==> src/verilog/rv_core_defs.svh <==
`ifndef RV_CORE_DEFS_SVH
`define RV_CORE_DEFS_SVH

`define RV_RESET_PC   32'h0000_0000

// ADDI x0, x0, 0
`define RV_NOP        32'h0000_0013

// Major opcodes of the supported subset
`define RV_OP_LUI     7'b0110111
`define RV_OP_OPIMM   7'b0010011
`define RV_OP_OP      7'b0110011
`define RV_OP_LOAD    7'b0000011
`define RV_OP_STORE   7'b0100011
`define RV_OP_BRANCH  7'b1100011
`define RV_OP_JAL     7'b1101111
`define RV_OP_JALR    7'b1100111

`endif
==> src/verilog/rv_core_pkg.sv <==
package rv_core_pkg;

    typedef struct packed {
        logic [6:0] funct7;
        logic [4:0] rs2;
        logic [4:0] rs1;
        logic [2:0] funct3;
        logic [4:0] rd;
        logic [6:0] opcode;
    } r_fmt_t;

    typedef struct packed {
        logic [11:0] imm;
        logic [4:0]  rs1;
        logic [2:0]  funct3;
        logic [4:0]  rd;
        logic [6:0]  opcode;
    } i_fmt_t;

    typedef struct packed {
        logic [6:0] imm_hi;
        logic [4:0] rs2;
        logic [4:0] rs1;
        logic [2:0] funct3;
        logic [4:0] imm_lo;
        logic [6:0] opcode;
    } s_fmt_t;

    typedef struct packed {
        logic       imm_12;
        logic [5:0] imm_10_5;
        logic [4:0] rs2;
        logic [4:0] rs1;
        logic [2:0] funct3;
        logic [3:0] imm_4_1;
        logic       imm_11;
        logic [6:0] opcode;
    } b_fmt_t;

    typedef struct packed {
        logic       imm_20;
        logic [9:0] imm_10_1;
        logic       imm_11;
        logic [7:0] imm_19_12;
        logic [4:0] rd;
        logic [6:0] opcode;
    } j_fmt_t;

    // One instruction word, read through each encoding format
    typedef union packed {
        r_fmt_t r_fmt;
        i_fmt_t i_fmt;
        s_fmt_t s_fmt;
        b_fmt_t b_fmt;
        j_fmt_t j_fmt;
    } rv_instr_u;

    typedef enum logic [3:0] {
        alu_add,
        alu_sub,
        alu_slt,
        alu_xor,
        alu_or,
        alu_and,
        alu_sll,
        alu_srl,
        alu_pass_b
    } alu_op_e;

    typedef struct packed {
        rv_instr_u   instr;
        logic [31:0] pc;
        logic [31:0] pc_plus4;
    } if_id_t;

    typedef struct packed {
        logic        valid;
        logic        reg_write;
        logic        mem_read;
        logic        mem_write;
        logic        branch;
        logic        branch_ne;
        logic        jump;
        logic        jalr;
        logic        alu_src_imm;
        alu_op_e     alu_op;
        logic [31:0] rs1_data;
        logic [31:0] rs2_data;
        logic [4:0]  rs1_addr;
        logic [4:0]  rs2_addr;
        logic [4:0]  rd;
        logic [31:0] imm;
        logic [31:0] pc;
        logic [31:0] pc_plus4;
    } id_ex_t;

    typedef struct packed {
        logic        reg_write;
        logic        mem_read;
        logic        mem_write;
        logic [31:0] result;
        logic [31:0] store_data;
        logic [4:0]  rd;
    } ex_mem_t;

    typedef struct packed {
        logic        reg_write;
        logic [4:0]  rd;
        logic [31:0] data;
    } wb_t;

    typedef struct packed {
        logic        taken;
        logic [31:0] target;
    } redirect_t;

endpackage

==> src/verilog/rv_core_top.sv <==
module rv_core_top (
    input  logic        clk_i,
    input  logic        arst_n_i,
    output logic        icache_ren_o,
    output logic [29:0] icache_addr_o,
    input  logic [31:0] icache_rdata_i,
    input  logic        icache_stall_i,
    output logic        dcache_ren_o,
    output logic        dcache_wen_o,
    output logic [29:0] dcache_addr_o,
    output logic [31:0] dcache_wdata_o,
    input  logic [31:0] dcache_rdata_i,
    input  logic        dcache_stall_i,
    output logic [31:0] pc_o
);
    import rv_core_pkg::*;

    logic       freeze;
    logic       hold;
    logic [4:0] ex_rd;
    logic       ex_mem_read;
    redirect_t  redirect;
    if_id_t     if_id;
    id_ex_t     id_ex;
    ex_mem_t    ex_mem;
    wb_t        wb;

    // Either cache stalling freezes the whole pipeline
    assign freeze        = icache_stall_i | dcache_stall_i;
    assign icache_ren_o  = 1'b1;
    assign icache_addr_o = pc_o[31:2];

    fetch_stage u_fetch (
        .clk_i          (clk_i),
        .arst_n_i       (arst_n_i),
        .freeze_i       (freeze),
        .hold_i         (hold),
        .redirect_i     (redirect),
        .icache_rdata_i (icache_rdata_i),
        .pc_o           (pc_o),
        .if_id_o        (if_id)
    );

    decode_stage u_decode (
        .clk_i         (clk_i),
        .arst_n_i      (arst_n_i),
        .freeze_i      (freeze),
        .flush_i       (redirect.taken),
        .if_id_i       (if_id),
        .ex_rd_i       (ex_rd),
        .ex_mem_read_i (ex_mem_read),
        .wb_i          (wb),
        .hold_o        (hold),
        .id_ex_o       (id_ex)
    );

    execute_stage u_execute (
        .clk_i         (clk_i),
        .arst_n_i      (arst_n_i),
        .freeze_i      (freeze),
        .id_ex_i       (id_ex),
        .mem_fwd_i     (ex_mem),
        .wb_i          (wb),
        .redirect_o    (redirect),
        .ex_rd_o       (ex_rd),
        .ex_mem_read_o (ex_mem_read),
        .ex_mem_o      (ex_mem)
    );

    memory_stage u_memory (
        .clk_i          (clk_i),
        .arst_n_i       (arst_n_i),
        .freeze_i       (freeze),
        .ex_mem_i       (ex_mem),
        .dcache_rdata_i (dcache_rdata_i),
        .dcache_ren_o   (dcache_ren_o),
        .dcache_wen_o   (dcache_wen_o),
        .dcache_addr_o  (dcache_addr_o),
        .dcache_wdata_o (dcache_wdata_o),
        .wb_o           (wb)
    );

endmodule

==> src/verilog/memory_stage.sv <==
module memory_stage (
    input  logic                 clk_i,
    input  logic                 arst_n_i,
    input  logic                 freeze_i,
    input  rv_core_pkg::ex_mem_t ex_mem_i,
    input  logic [31:0]          dcache_rdata_i,
    output logic                 dcache_ren_o,
    output logic                 dcache_wen_o,
    output logic [29:0]          dcache_addr_o,
    output logic [31:0]          dcache_wdata_o,
    output rv_core_pkg::wb_t     wb_o
);
    import rv_core_pkg::*;

    logic [31:0] load_data;
    wb_t         wb_d;
    wb_t         wb_q;

    assign dcache_ren_o  = ex_mem_i.mem_read;
    assign dcache_wen_o  = ex_mem_i.mem_write;
    assign dcache_addr_o = ex_mem_i.result[31:2];

    // Big-endian words on the cache side
    assign dcache_wdata_o = {<<8{ex_mem_i.store_data}};
    assign load_data      = {<<8{dcache_rdata_i}};

    always_comb begin
        wb_d.reg_write = ex_mem_i.reg_write;
        wb_d.rd        = ex_mem_i.rd;
        wb_d.data      = ex_mem_i.mem_read ? load_data : ex_mem_i.result;
    end

    always_ff @(posedge clk_i or negedge arst_n_i) begin
        if (!arst_n_i) begin
            wb_q <= '0;
        end else if (!freeze_i) begin
            wb_q <= wb_d;
        end
    end

    assign wb_o = wb_q;

endmodule

==> src/verilog/execute_stage.sv <==
module execute_stage (
    input  logic                   clk_i,
    input  logic                   arst_n_i,
    input  logic                   freeze_i,
    input  rv_core_pkg::id_ex_t    id_ex_i,
    input  rv_core_pkg::ex_mem_t   mem_fwd_i,
    input  rv_core_pkg::wb_t       wb_i,
    output rv_core_pkg::redirect_t redirect_o,
    output logic [4:0]             ex_rd_o,
    output logic                   ex_mem_read_o,
    output rv_core_pkg::ex_mem_t   ex_mem_o
);
    import rv_core_pkg::*;

    logic [31:0] op_a;
    logic [31:0] rs2_fwd;
    logic [31:0] alu_b;
    logic [31:0] alu_out;
    logic        cond_met;
    ex_mem_t     ex_mem_d;
    ex_mem_t     ex_mem_q;

    // MEM has priority over WB, it holds the younger result
    function automatic logic [31:0] forward(input logic [4:0] addr, input logic [31:0] reg_data);
        if (addr != 5'd0 && mem_fwd_i.reg_write && mem_fwd_i.rd == addr) begin
            return mem_fwd_i.result;
        end
        if (addr != 5'd0 && wb_i.reg_write && wb_i.rd == addr) begin
            return wb_i.data;
        end
        return reg_data;
    endfunction

    always_comb begin
        op_a    = forward(id_ex_i.rs1_addr, id_ex_i.rs1_data);
        rs2_fwd = forward(id_ex_i.rs2_addr, id_ex_i.rs2_data);
        alu_b   = id_ex_i.alu_src_imm ? id_ex_i.imm : rs2_fwd;
    end

    always_comb begin
        case (id_ex_i.alu_op)
            alu_add: alu_out = op_a + alu_b;
            alu_sub: alu_out = op_a - alu_b;
            alu_slt: alu_out = {31'd0, $signed(op_a) < $signed(alu_b)};
            alu_xor: alu_out = op_a ^ alu_b;
            alu_or:  alu_out = op_a | alu_b;
            alu_and: alu_out = op_a & alu_b;
            alu_sll: alu_out = op_a << alu_b[4:0];
            alu_srl: alu_out = op_a >> alu_b[4:0];
            default: alu_out = alu_b;
        endcase
    end

    // BEQ when funct3 bit 0 is clear, BNE when set
    assign cond_met = (op_a == rs2_fwd) != id_ex_i.branch_ne;

    assign redirect_o.taken  = id_ex_i.valid &&
                               (id_ex_i.jump || (id_ex_i.branch && cond_met));
    assign redirect_o.target = id_ex_i.jalr ? ((op_a + id_ex_i.imm) & ~32'd1)
                                            : (id_ex_i.pc + id_ex_i.imm);

    always_comb begin
        ex_mem_d.reg_write  = id_ex_i.valid & id_ex_i.reg_write;
        ex_mem_d.mem_read   = id_ex_i.valid & id_ex_i.mem_read;
        ex_mem_d.mem_write  = id_ex_i.valid & id_ex_i.mem_write;
        ex_mem_d.result     = id_ex_i.jump ? id_ex_i.pc_plus4 : alu_out;
        ex_mem_d.store_data = rs2_fwd;
        ex_mem_d.rd         = id_ex_i.rd;
    end

    always_ff @(posedge clk_i or negedge arst_n_i) begin
        if (!arst_n_i) begin
            ex_mem_q <= '0;
        end else if (!freeze_i) begin
            ex_mem_q <= ex_mem_d;
        end
    end

    assign ex_rd_o       = id_ex_i.rd;
    assign ex_mem_read_o = id_ex_i.valid & id_ex_i.mem_read;
    assign ex_mem_o      = ex_mem_q;

endmodule

==> src/verilog/decode_stage.sv <==
`include "rv_core_defs.svh"

module decode_stage (
    input  logic                clk_i,
    input  logic                arst_n_i,
    input  logic                freeze_i,
    input  logic                flush_i,
    input  rv_core_pkg::if_id_t if_id_i,
    input  logic [4:0]          ex_rd_i,
    input  logic                ex_mem_read_i,
    input  rv_core_pkg::wb_t    wb_i,
    output logic                hold_o,
    output rv_core_pkg::id_ex_t id_ex_o
);
    import rv_core_pkg::*;

    rv_instr_u   instr;
    logic [31:0] rs1_data;
    logic [31:0] rs2_data;
    logic        use_rs1;
    logic        use_rs2;
    wb_t         rf_wb;
    id_ex_t      id_ex_d;
    id_ex_t      id_ex_q;

    function automatic alu_op_e alu_from_funct3(input logic [2:0] funct3, input logic sub);
        case (funct3)
            3'b000:  return sub ? alu_sub : alu_add;
            3'b001:  return alu_sll;
            3'b010:  return alu_slt;
            3'b100:  return alu_xor;
            3'b101:  return alu_srl;
            3'b110:  return alu_or;
            default: return alu_and;
        endcase
    endfunction

    assign instr = if_id_i.instr;

    // No register write while the pipeline is frozen
    always_comb begin
        rf_wb           = wb_i;
        rf_wb.reg_write = wb_i.reg_write & ~freeze_i;
    end

    register_file u_regs (
        .clk_i      (clk_i),
        .arst_n_i   (arst_n_i),
        .rs1_addr_i (instr.r_fmt.rs1),
        .rs2_addr_i (instr.r_fmt.rs2),
        .wb_i       (rf_wb),
        .rs1_data_o (rs1_data),
        .rs2_data_o (rs2_data)
    );

    always_comb begin
        id_ex_d          = '0;
        id_ex_d.rs1_data = rs1_data;
        id_ex_d.rs2_data = rs2_data;
        id_ex_d.rs1_addr = instr.r_fmt.rs1;
        id_ex_d.rs2_addr = instr.r_fmt.rs2;
        id_ex_d.rd       = instr.r_fmt.rd;
        id_ex_d.pc       = if_id_i.pc;
        id_ex_d.pc_plus4 = if_id_i.pc_plus4;
        id_ex_d.alu_op   = alu_add;
        use_rs1          = 1'b1;
        use_rs2          = 1'b0;
        case (instr.r_fmt.opcode)
            `RV_OP_LUI: begin
                id_ex_d.reg_write   = 1'b1;
                id_ex_d.alu_src_imm = 1'b1;
                id_ex_d.alu_op      = alu_pass_b;
                id_ex_d.imm         = {instr.j_fmt.imm_20, instr.j_fmt.imm_10_1,
                                       instr.j_fmt.imm_11, instr.j_fmt.imm_19_12, 12'h000};
                use_rs1             = 1'b0;
            end
            `RV_OP_OPIMM: begin
                id_ex_d.reg_write   = 1'b1;
                id_ex_d.alu_src_imm = 1'b1;
                id_ex_d.alu_op      = alu_from_funct3(instr.i_fmt.funct3, 1'b0);
                id_ex_d.imm         = {{20{instr.i_fmt.imm[11]}}, instr.i_fmt.imm};
            end
            `RV_OP_OP: begin
                id_ex_d.reg_write = 1'b1;
                id_ex_d.alu_op    = alu_from_funct3(instr.r_fmt.funct3, instr.r_fmt.funct7[5]);
                use_rs2           = 1'b1;
            end
            `RV_OP_LOAD: begin
                id_ex_d.reg_write   = 1'b1;
                id_ex_d.mem_read    = 1'b1;
                id_ex_d.alu_src_imm = 1'b1;
                id_ex_d.imm         = {{20{instr.i_fmt.imm[11]}}, instr.i_fmt.imm};
            end
            `RV_OP_STORE: begin
                id_ex_d.mem_write   = 1'b1;
                id_ex_d.alu_src_imm = 1'b1;
                id_ex_d.imm         = {{20{instr.s_fmt.imm_hi[6]}}, instr.s_fmt.imm_hi,
                                       instr.s_fmt.imm_lo};
                use_rs2             = 1'b1;
            end
            `RV_OP_BRANCH: begin
                id_ex_d.branch    = 1'b1;
                id_ex_d.branch_ne = instr.b_fmt.funct3[0];
                id_ex_d.imm       = {{20{instr.b_fmt.imm_12}}, instr.b_fmt.imm_11,
                                     instr.b_fmt.imm_10_5, instr.b_fmt.imm_4_1, 1'b0};
                use_rs2           = 1'b1;
            end
            `RV_OP_JAL: begin
                id_ex_d.reg_write = 1'b1;
                id_ex_d.jump      = 1'b1;
                id_ex_d.imm       = {{12{instr.j_fmt.imm_20}}, instr.j_fmt.imm_19_12,
                                     instr.j_fmt.imm_11, instr.j_fmt.imm_10_1, 1'b0};
                use_rs1           = 1'b0;
            end
            `RV_OP_JALR: begin
                id_ex_d.reg_write = 1'b1;
                id_ex_d.jump      = 1'b1;
                id_ex_d.jalr      = 1'b1;
                id_ex_d.imm       = {{20{instr.i_fmt.imm[11]}}, instr.i_fmt.imm};
            end
            default: begin
                use_rs1 = 1'b0;
            end
        endcase
    end

    // Load in EX feeding a source of this instruction
    assign hold_o = ex_mem_read_i && (ex_rd_i != 5'd0) &&
                    ((use_rs1 && ex_rd_i == instr.r_fmt.rs1) ||
                     (use_rs2 && ex_rd_i == instr.r_fmt.rs2));

    always_ff @(posedge clk_i or negedge arst_n_i) begin
        if (!arst_n_i) begin
            id_ex_q <= '0;
        end else if (!freeze_i) begin
            id_ex_q       <= id_ex_d;
            // Bubble on redirect or load-use
            id_ex_q.valid <= !(flush_i || hold_o);
        end
    end

    assign id_ex_o = id_ex_q;

endmodule

==> src/verilog/register_file.sv <==
module register_file (
    input  logic             clk_i,
    input  logic             arst_n_i,
    input  logic [4:0]       rs1_addr_i,
    input  logic [4:0]       rs2_addr_i,
    input  rv_core_pkg::wb_t wb_i,
    output logic [31:0]      rs1_data_o,
    output logic [31:0]      rs2_data_o
);

    logic [31:0] regs_q [1:31];

    // x0 reads zero, a same-cycle write is seen at once
    function automatic logic [31:0] read_port(input logic [4:0] addr);
        if (addr == 5'd0) begin
            return 32'd0;
        end
        if (wb_i.reg_write && wb_i.rd == addr) begin
            return wb_i.data;
        end
        return regs_q[addr];
    endfunction

    always_ff @(posedge clk_i or negedge arst_n_i) begin
        if (!arst_n_i) begin
            for (int i = 1; i < 32; i++) begin
                regs_q[i] <= '0;
            end
        end else if (wb_i.reg_write && wb_i.rd != 5'd0) begin
            regs_q[wb_i.rd] <= wb_i.data;
        end
    end

    always_comb begin
        rs1_data_o = read_port(rs1_addr_i);
        rs2_data_o = read_port(rs2_addr_i);
    end

endmodule

==> src/verilog/fetch_stage.sv <==
`include "rv_core_defs.svh"

module fetch_stage (
    input  logic                   clk_i,
    input  logic                   arst_n_i,
    input  logic                   freeze_i,
    input  logic                   hold_i,
    input  rv_core_pkg::redirect_t redirect_i,
    input  logic [31:0]            icache_rdata_i,
    output logic [31:0]            pc_o,
    output rv_core_pkg::if_id_t    if_id_o
);
    import rv_core_pkg::*;

    logic [31:0] pc_q;
    logic [31:0] pc_plus4;
    logic [31:0] pc_next;
    logic [31:0] instr_word;
    if_id_t      if_id_q;

    assign pc_plus4 = pc_q + 32'd4;

    // Cache stores words big-endian
    assign instr_word = {<<8{icache_rdata_i}};

    // Redirect wins over a load-use hold
    always_comb begin
        if (redirect_i.taken) begin
            pc_next = redirect_i.target;
        end else if (hold_i) begin
            pc_next = pc_q;
        end else begin
            pc_next = pc_plus4;
        end
    end

    always_ff @(posedge clk_i or negedge arst_n_i) begin
        if (!arst_n_i) begin
            pc_q <= `RV_RESET_PC;
        end else if (!freeze_i) begin
            pc_q <= pc_next;
        end
    end

    always_ff @(posedge clk_i or negedge arst_n_i) begin
        if (!arst_n_i) begin
            if_id_q <= '{instr: `RV_NOP, pc: '0, pc_plus4: '0};
        end else if (!freeze_i) begin
            if (redirect_i.taken) begin
                if_id_q.instr <= `RV_NOP;
            end else if (!hold_i) begin
                if_id_q.instr    <= instr_word;
                if_id_q.pc       <= pc_q;
                if_id_q.pc_plus4 <= pc_plus4;
            end
        end
    end

    assign pc_o    = pc_q;
    assign if_id_o = if_id_q;

endmodule

==> config.mk <==
export PLATFORM = sky130hd
export DESIGN_NAME = rv_core_top
export DESIGN_NICKNAME = d
export VERILOG_FILES = /design/src/verilog/rv_core_pkg.sv /design/src/verilog/rv_core_top.sv /design/src/verilog/memory_stage.sv /design/src/verilog/execute_stage.sv /design/src/verilog/decode_stage.sv /design/src/verilog/register_file.sv /design/src/verilog/fetch_stage.sv
export VERILOG_INCLUDE_DIRS = /design/src /design/src/verilog
export SDC_FILE = /design/constraint.sdc
export NUM_CORES = 2
export LEC_CHECK = 0
export BUFFER_PORTS_ARGS = -buffer_cell sky130_fd_sc_hd__buf_4
export CORE_MARGIN = 2
export CORE_UTILIZATION = 55
export CTS_BUF_LIST = sky130_fd_sc_hd__clkbuf_8
export DETAILED_ROUTE_END_ITERATION = 8
export PLACE_DENSITY = 0.72
export RECOVER_POWER = 25
export SLEW_MARGIN = 15
export SYNTH_ARGS = -nofsm -noshare
export SYNTH_HDL_FRONTEND = slang
export SYNTH_HIERARCHICAL = 1
export SYNTH_SLANG_ARGS = --single-unit
==> constraint.sdc <==
create_clock -name clk_i -period 6.55 [get_ports clk_i]
set_clock_uncertainty 0.15 [all_clocks]
set_input_delay 1.965 -clock clk_i [delete_from_list [all_inputs] [get_ports clk_i]]
set_output_delay 1.965 -clock clk_i [all_outputs]
set_load 0.02 [all_outputs]
Word-level counts from Yosys, hierarchy flattened
Cells that the tools add are included. W data, S select, Z words.

Bits in registers: 1418. Latch bits: 0. Bits in writable memories: 0. Memory bits (read-only): 0. Input port bits: 68. Output and inout port bits: 127. Memories: 0.

Add/sub/neg operators: 5. $mul: 0. Div/mod/pow operators: 0. Magnitude comparators: 5. Eq/ne operators: 31. Shift-type cells: 2. Multiplexer cells: 60. Bitwise gates (word level): 14. Reductions and logical operators: 38.

Operators with widths (number): $bwmux W992 (1); $mux W32 (28); $bmux W32 S5 (2); $pmux W32 S8 (1); $demux W32 S5 (1); $pmux W32 S5 (1); $add A32 B32 Y32 (3); $mux W96 (1); $eq A5 B5 Y1 (8); $add A32 B3 Y32 const B (1); $and A32 B32 Y32 (1); $eq A32 B32 Y1 (1); $lt A32 B32 Y1 (1); $or A32 B32 Y32 (1); $shl A32 B5 Y32 (1); $shr A32 B5 Y32 (1); $sub A32 B32 Y32 (1); $xor A32 B32 Y32 (1); $pmux W4 S6 (1); $eq A7 B6 Y1 const B (3); $eq A7 B7 Y1 const B (3); $mux W1 (21); $reduce_bool A5 Y1 (4); $ge A6 B6 Y1 const B (3); 30 further kinds (65).

Longest topological paths before layout
Word-level depth: 14. Mapped depth: 24. Depth with buffers taken out: 20.

By module
The synthesis kept the hierarchy.

Modules (own cells, without submodules): register_file (instances 1, cells each 3536, area an instance 53821.6 um^2, seq. area each 24823.8 um^2); execute_stage (instances 1, cells each 2507, area an instance 17815.8 um^2, seq. area each 1801.7 um^2); decode_stage (instances 1, cells each 540, area an instance 7571.0 um^2, seq. area each 4704.5 um^2); fetch_stage (instances 1, cells each 585, area an instance 5644.2 um^2, seq. area each 3156.8 um^2); memory_stage (instances 1, cells each 216, area an instance 2253.4 um^2, seq. area each 950.9 um^2); rv_core_top (instances 1, cells each 33, area an instance 242.7 um^2, seq. area each 0.0 um^2).

Least setup slack after synthesis
Ideal clock, no wire load.

Kind: flip-flop to flip-flop. Start: register u_decode.id_ex_q (netlist bit u_decode/id_ex_o[103]). End: register u_execute.ex_mem_q (netlist bit u_execute/ex_mem_o[65]). Setup time: 133 ps. Data arrival time: 5425 ps. Required time: 6267 ps. Slack: 842 ps. Stages on the path, launching flop included: 23. Path buffers: 4. Clock period less this slack: 5708 ps. Path through: dfrtp_1 or4_1 or2_0 and4_1 o311ai_1 and2_1 buf_2 clkinv_1 buf_2 clkbuf_1 clkbuf_1 fa_1 nor2b_1 o311ai_0 a21oi_1 o21ai_0 nand2b_1 a31o_2 a311oi_1 mux2i_1 nor2_1 a311oi_1 a31oi_1.

Word-level cells in the longest chain between the ends: 11. Elaborated cells between the ends (all ways): 23. Those cells by class: add/sub: 2; eq/ne: 2; shift: 2; mux: 9; bitwise: 3; reduce/logical: 5.

Ends and longest elaborated chain: start, declared (line decode_stage.sv:24) `id_ex_t id_ex_q;`; start signal, assigned (line decode_stage.sv:136) `id_ex_q <= id_ex_d;`; $reduce_bool A5 Y1 (line execute_stage.sv:25, execute_stage.sv:28); $logic_and A1 B1 Y1 (2 in a row) (line execute_stage.sv:28) `if (addr != 5'd0 && wb_i.reg_write && wb_i.rd == addr) begin`; $mux W1 (2 in a row) (line execute_stage.sv:28); $mux W32 (line execute_stage.sv:31) `return reg_data;`; $mux W32 (*) (line execute_stage.sv:28); $mux W32 (*) (line execute_stage.sv:37) `alu_b = id_ex_i.alu_src_imm ? id_ex_i.imm : rs2_fwd;`; $sub A32 B32 Y32 (tied with other cells) (line execute_stage.sv:43) `alu_sub: alu_out = op_a - alu_b;`; $pmux W32 S8 (*) (line execute_stage.sv:41) `case (id_ex_i.alu_op)`; $mux W32 (*) (line execute_stage.sv:66) `ex_mem_d.result = id_ex_i.jump ? id_ex_i.pc_plus4 : alu_out;`; end signal, assigned (line execute_stage.sv:75) `ex_mem_q <= ex_mem_d;`; end, declared (line execute_stage.sv:21) `ex_mem_t ex_mem_q;`.

Every way passes the cells marked *; elsewhere a longest branch is shown, timed or not. The select of a mux whose other input is x is not followed. A chain may end at the register's enable or synchronous reset.

Worst setup path after layout
Start: register u_decode.id_ex_q (netlist bit u_decode/id_ex_o[103]). End: register u_execute.ex_mem_q (netlist bit u_execute/ex_mem_o[37]).

Word-level cells in the longest chain between the ends: 11. Elaborated cells between the ends (all ways): 24. Those cells by class: add/sub: 2; order compare: 1; eq/ne: 2; shift: 2; mux: 9; bitwise: 3; reduce/logical: 5.

Ends and longest elaborated chain (line): $reduce_bool A5 Y1 (execute_stage.sv:25, execute_stage.sv:28); $logic_and A1 B1 Y1 (2 in a row) (execute_stage.sv:28); $mux W1 (2 in a row) (execute_stage.sv:28); $mux W32 (execute_stage.sv:31); $mux W32 (*) (execute_stage.sv:28); $mux W32 (*) (execute_stage.sv:37); $sub A32 B32 Y32 (tied with other cells) (execute_stage.sv:43); $pmux W32 S8 (*) (execute_stage.sv:41); $mux W32 (*) (execute_stage.sv:66).

Marks and branches as above.

==> results.cfg <==
[run_status]
run_status = finished, violations left
failed_checks = max-capacitance violations, max-slew violations

[global_route]
grt_remaining_overflow = 0
wire_length_of_the_first_global_routing_pass_mm = 460.6
largest_net_degree_at_the_start_of_global_routing = 182
overall_fraction_of_global_route_tracks_in_use_pct = 38.64
number_of_global_route_vias_before_repair = 67500
antenna_violations_before_repair = 17

[logic_synthesis]
synth.yosys.seq_area_share_pct = 40.57
complex_gate_fraction_of_the_synthesized_area_pct = 11.41
ys_types = 116
syn-cell-area_um2 = 87350
post_synthesis_xor_xnor_area_fraction_pct = 1.725
netlist_instances = 7417
simple_logic_cell_fraction_of_the_synthesized_area_pct = 6.894
mappedNetlistNets = 7665
syn_avg_cell_area_um2 = 11.78
yosys_warnings = 6
combinational_family_with_the_most_area_after_synthesis = multiplexers
yosys-mux-area-fraction_pct = 31.91
ys_ff_latch = 1416
postSynth.topFlopCell = sky130_fd_sc_hd__dfrtp_1
synth-edff-count = 0
postSynth.asyncResetShare_pct = 100.0
fraction_of_the_mapped_netlist_area_in_adder_cells_pct = 2.613

[sta]
grt_setup_unrepaired = no
timing.fmax_mhz = 157.2
setup_total_negative_slack_ns = 0
layout_worst_path_cycle_share_pct = 97.09
report.final.hold_viol_count = 0
fin_ws_ns = 0.1905
period_minus_slack_ns = 6.359
max_slew_margin_pct = -147.6
setup_viol = 0
worst_hold_slack_ns = 0.3247
worst_pin_slew_ns = 3.715
report.final.slew_viol_count = 177

[die]
die_area_um2 = 162000
core_area_um2 = 158000
rows = 146
io_pins = 195
overall_die_height_um = 402.5
initial_core_util_pct = 55.28
die_w_um = 402.5

[placement]
detailed_place_hpwl_mm = 212.2
place.gp.congestion = 1.065
preCtsSetupSlack_ns = 0.3531
place_inst = 9262
placement.io_buffers = 193
dpl-instance-area_um2 = 90840

[routing]
viasPerCell = 6.990
drtIter0Drc = 8654
postRouteWirelength_mm = 316.0
detail_route.first_pass.iterations = 8
wire_per_inst_um = 32.58
vias = 67790
detail_route.drc_violations = 0
drtAntennaViolNets = 0

[critical_path]
worst-path-max-fanout = 11
arrival_ns = 7.02
path_class = reg2reg
timing.critical_path.required_ns = 7.21
critical-path-max-stage-delay_ns = 0.60
reg2reg_setup_slack_ns = 0.19
critical_path.reg2reg.endpoint = u_execute/ex_mem_o[37]$_DFFE_PN0N_
worstSetupEndpointType = register
chain_of_cells_forming_the_critical_path = or4_1, or2_0, and3_2, mux2i_1, o21ai_0, mux2i_1, inv_1, ha_1, o21ai_0, nand4_1, a21oi_1, o41ai_1, buf_4, o41a_1, o21ai_0, nor3_1, buf_4, o2111ai_1, a41oi_1
slowest_stage_cell_crit_path = sky130_fd_sc_hd__or4_1
worst_r2r_startpoint = u_decode/id_ex_o[103]$_DFFE_PN0N_
critPathBufInv = 3
cp-start-kind = register
ff2ff_path_depth = 19
cp_top_family = compound AO/OA/AOI/OAI gates
critical_path.most_common_cell = sky130_fd_sc_hd__o21ai_0

[power]
vdd_drop_max_mv = 0.2304
power-per-cell-area_nw_per_um2 = 262.9
total_power_mw = 25.26
p_leak_nw = 43.68

[clocking]
post-cts-setup-buffers = 0
tritoncts = built
clk_pin_slew_ns = 0.07
cts_buffers = 234
cts-root-to-sink-buffers = 3
insertion_delay_ns = 1.01
clockRootBuffer = sky130_fd_sc_hd__clkbuf_8
clkSinkCount = 1416
cts_hold_repair.buffers = 0
number_of_h_tree_branching_levels = 4

[layout]
sequential_cell_area_in_the_final_layout_um2 = 35470
final_nets = 7675
finish.instance_area_um2 = 96070
multiInputGateArea_um2 = 47940
non_filler_instance_count_after_layout = 9699
final_layout_size_suffix_gt1_share_pct = 36.88
number_of_inserted_filler_cells_in_the_final_layout = 12580
flow.area_growth_from_synthesis_pct = 9.983
final_core_utilization_pct = 60.80

[hold_path]
worstHoldStart = u_fetch/if_id_o[53]$_DFFE_PN0P_
worst_hold_endpoint = u_fetch/if_id_o[53]$_DFFE_PN0P_
worstHoldPathCells = 2
holdCritPathClass = reg2reg

[job]
timing.max_cap.violations = 3
worst max-delay path by stage:
stage	start	endpoint	slack (ns)	depth (start not counted)
2_1_floorplan	u_decode/id_ex_o[103]$_DFFE_PN0N_	u_execute/ex_mem_o[65]$_DFFE_PN0N_	0.84	22
3_3_place_gp	u_memory/wb_o[32]$_DFFE_PN0N_	u_execute/ex_mem_o[67]$_DFFE_PN0N_	0.36	20
3_5_place_dp	u_decode/id_ex_o[103]$_DFFE_PN0N_	u_execute/ex_mem_o[68]$_DFFE_PN0N_	0.35	20
4_1_cts	u_decode/id_ex_o[103]$_DFFE_PN0N_	u_execute/ex_mem_o[68]$_DFFE_PN0N_	0.28	20
5_1_grt	u_memory/wb_o[32]$_DFFE_PN0N_	u_execute/ex_mem_o[63]$_DFFE_PN0N_	0.005	21
6_report	u_decode/id_ex_o[103]$_DFFE_PN0N_	u_execute/ex_mem_o[37]$_DFFE_PN0N_	0.19	19
cell type report:
type                    instances  share of cell area, %
repair buffers                523                  4.479
well taps                    2072                  2.699
inverters                     133                 0.5197
multi-input cells            5119                  49.90
flip-flops and latches       1416                  36.92
clock buffers                 310                  4.441
clock inverters               115                  1.008
diodes                         11                0.02865
sequential cells by signal, indices dropped and copies added (netlist names):
signal,cells
u_decode/id_ex_o,188
u_decode/u_regs/regs_q,992
u_execute/ex_mem_o,72
u_fetch/if_id_o,94
u_fetch/pc_o,32
u_memory/wb_o,38
metal layers:
layer	vias up	GRT usage (%)	routed length, um
li1	27870	-	-
met1	34630	48.92	118100
met2	4125	58.79	142000
met3	1157	10.06	31630
met4	10	25.62	24230
met5	-	0	67
placed cells by master (no fill, tap or decap), types with 66 or more instances in the layout:
| cell | n |
|---|---|
| sky130_fd_sc_hd__nand2_1 | 511 |
| sky130_fd_sc_hd__xor2_1 | 66 |
| sky130_fd_sc_hd__o21ai_0 | 278 |
| sky130_fd_sc_hd__buf_4 | 481 |
| sky130_fd_sc_hd__a21oi_1 | 288 |
| sky130_fd_sc_hd__a22oi_1 | 75 |
| sky130_fd_sc_hd__dfrtp_1 | 1399 |
| sky130_fd_sc_hd__mux2i_1 | 225 |
| sky130_fd_sc_hd__mux2_2 | 1282 |
| sky130_fd_sc_hd__clkbuf_8 | 310 |
| sky130_fd_sc_hd__nand3_1 | 121 |
| sky130_fd_sc_hd__nor3_1 | 78 |
| sky130_fd_sc_hd__nor2_1 | 241 |
| sky130_fd_sc_hd__inv_1 | 182 |
| sky130_fd_sc_hd__xnor2_1 | 106 |
| sky130_fd_sc_hd__ha_1 | 176 |
| sky130_fd_sc_hd__mux4_2 | 486 |
| sky130_fd_sc_hd__o211ai_1 | 71 |
| sky130_fd_sc_hd__a22o_1 | 79 |
| sky130_fd_sc_hd__o21ai_1 | 73 |
worst reg2reg max path, stage by stage (launching register included):
cell and delay, ns:
sky130_fd_sc_hd__dfrtp_1 0.42, sky130_fd_sc_hd__or4_1 0.60, sky130_fd_sc_hd__or2_0 0.33, sky130_fd_sc_hd__and3_2 0.36, sky130_fd_sc_hd__mux2i_1 0.18, sky130_fd_sc_hd__o21ai_0 0.42
sky130_fd_sc_hd__mux2i_1 0.18, sky130_fd_sc_hd__inv_1 0.16, sky130_fd_sc_hd__ha_1 0.35, sky130_fd_sc_hd__o21ai_0 0.52, sky130_fd_sc_hd__nand4_1 0.33, sky130_fd_sc_hd__a21oi_1 0.35
sky130_fd_sc_hd__o41ai_1 0.16, sky130_fd_sc_hd__buf_4 0.18, sky130_fd_sc_hd__o41a_1 0.35, sky130_fd_sc_hd__o21ai_0 0.41, sky130_fd_sc_hd__nor3_1 0.10, sky130_fd_sc_hd__buf_4 0.17
sky130_fd_sc_hd__o2111ai_1 0.30, sky130_fd_sc_hd__a41oi_1 0.17
power by group:
part	switching, mW	internal (mW)	leakage (nW)
sequential	0.922	9.29	19.4
clock	3.86	4.76	2.91
combinational	4.09	2.33	21.4
total	8.88	16.4	43.7
what timing repair did:
action,CTS,global route
endpoints found under the setup margin,0,7
hold endpoints to repair,0,0
gates resized for setup,0,5
cells by family (layout without fill, tap and decap cells):
group           after synthesis  in the layout
other cells                   1             12
flops                      1416           1416
compound gates             1460           1460
simple gates               1295           1295
xor+xnor                    172            172
buf+inv                     882           1081
mux                        2011           2011
fa+ha+maj                   180            180
cell usage after synthesis, types with 32 or more instances:
cell type,instances,area share [%]
sky130_fd_sc_hd__o221a_1,49,0.63
sky130_fd_sc_hd__o22ai_1,43,0.31
sky130_fd_sc_hd__a21o_1,49,0.42
sky130_fd_sc_hd__nand3_1,123,0.70
sky130_fd_sc_hd__nor2_1,263,1.1
sky130_fd_sc_hd__o31ai_1,38,0.33
sky130_fd_sc_hd__nor3_1,78,0.45
sky130_fd_sc_hd__o211ai_1,71,0.61
sky130_fd_sc_hd__xor2_1,66,0.66
sky130_fd_sc_hd__clkbuf_1,347,1.5
sky130_fd_sc_hd__nand2_1,527,2.3
sky130_fd_sc_hd__xnor2_1,106,1.1
sky130_fd_sc_hd__buf_4,128,1.1
sky130_fd_sc_hd__and2_1,38,0.27
sky130_fd_sc_hd__buf_1,78,0.34
sky130_fd_sc_hd__a22o_1,79,0.79
sky130_fd_sc_hd__mux4_2,486,13
sky130_fd_sc_hd__mux2_2,1282,17
sky130_fd_sc_hd__a31oi_1,60,0.43
sky130_fd_sc_hd__a22oi_1,75,0.64
sky130_fd_sc_hd__buf_2,161,0.92
sky130_fd_sc_hd__inv_1,125,0.54
sky130_fd_sc_hd__o21ai_0,282,1.6
sky130_fd_sc_hd__nor2b_1,60,0.43
sky130_fd_sc_hd__o21ai_1,70,0.40
sky130_fd_sc_hd__o2111ai_1,32,0.32
sky130_fd_sc_hd__mux2i_1,225,2.6
sky130_fd_sc_hd__dfrtp_1,1413,40
sky130_fd_sc_hd__o21bai_1,32,0.28
sky130_fd_sc_hd__a21oi_1,289,1.7
sky130_fd_sc_hd__a211oi_1,32,0.28
sky130_fd_sc_hd__ha_1,176,2.5
sky130_fd_sc_hd__a221oi_1,43,0.43
Power figures use the tool's default switching activity.
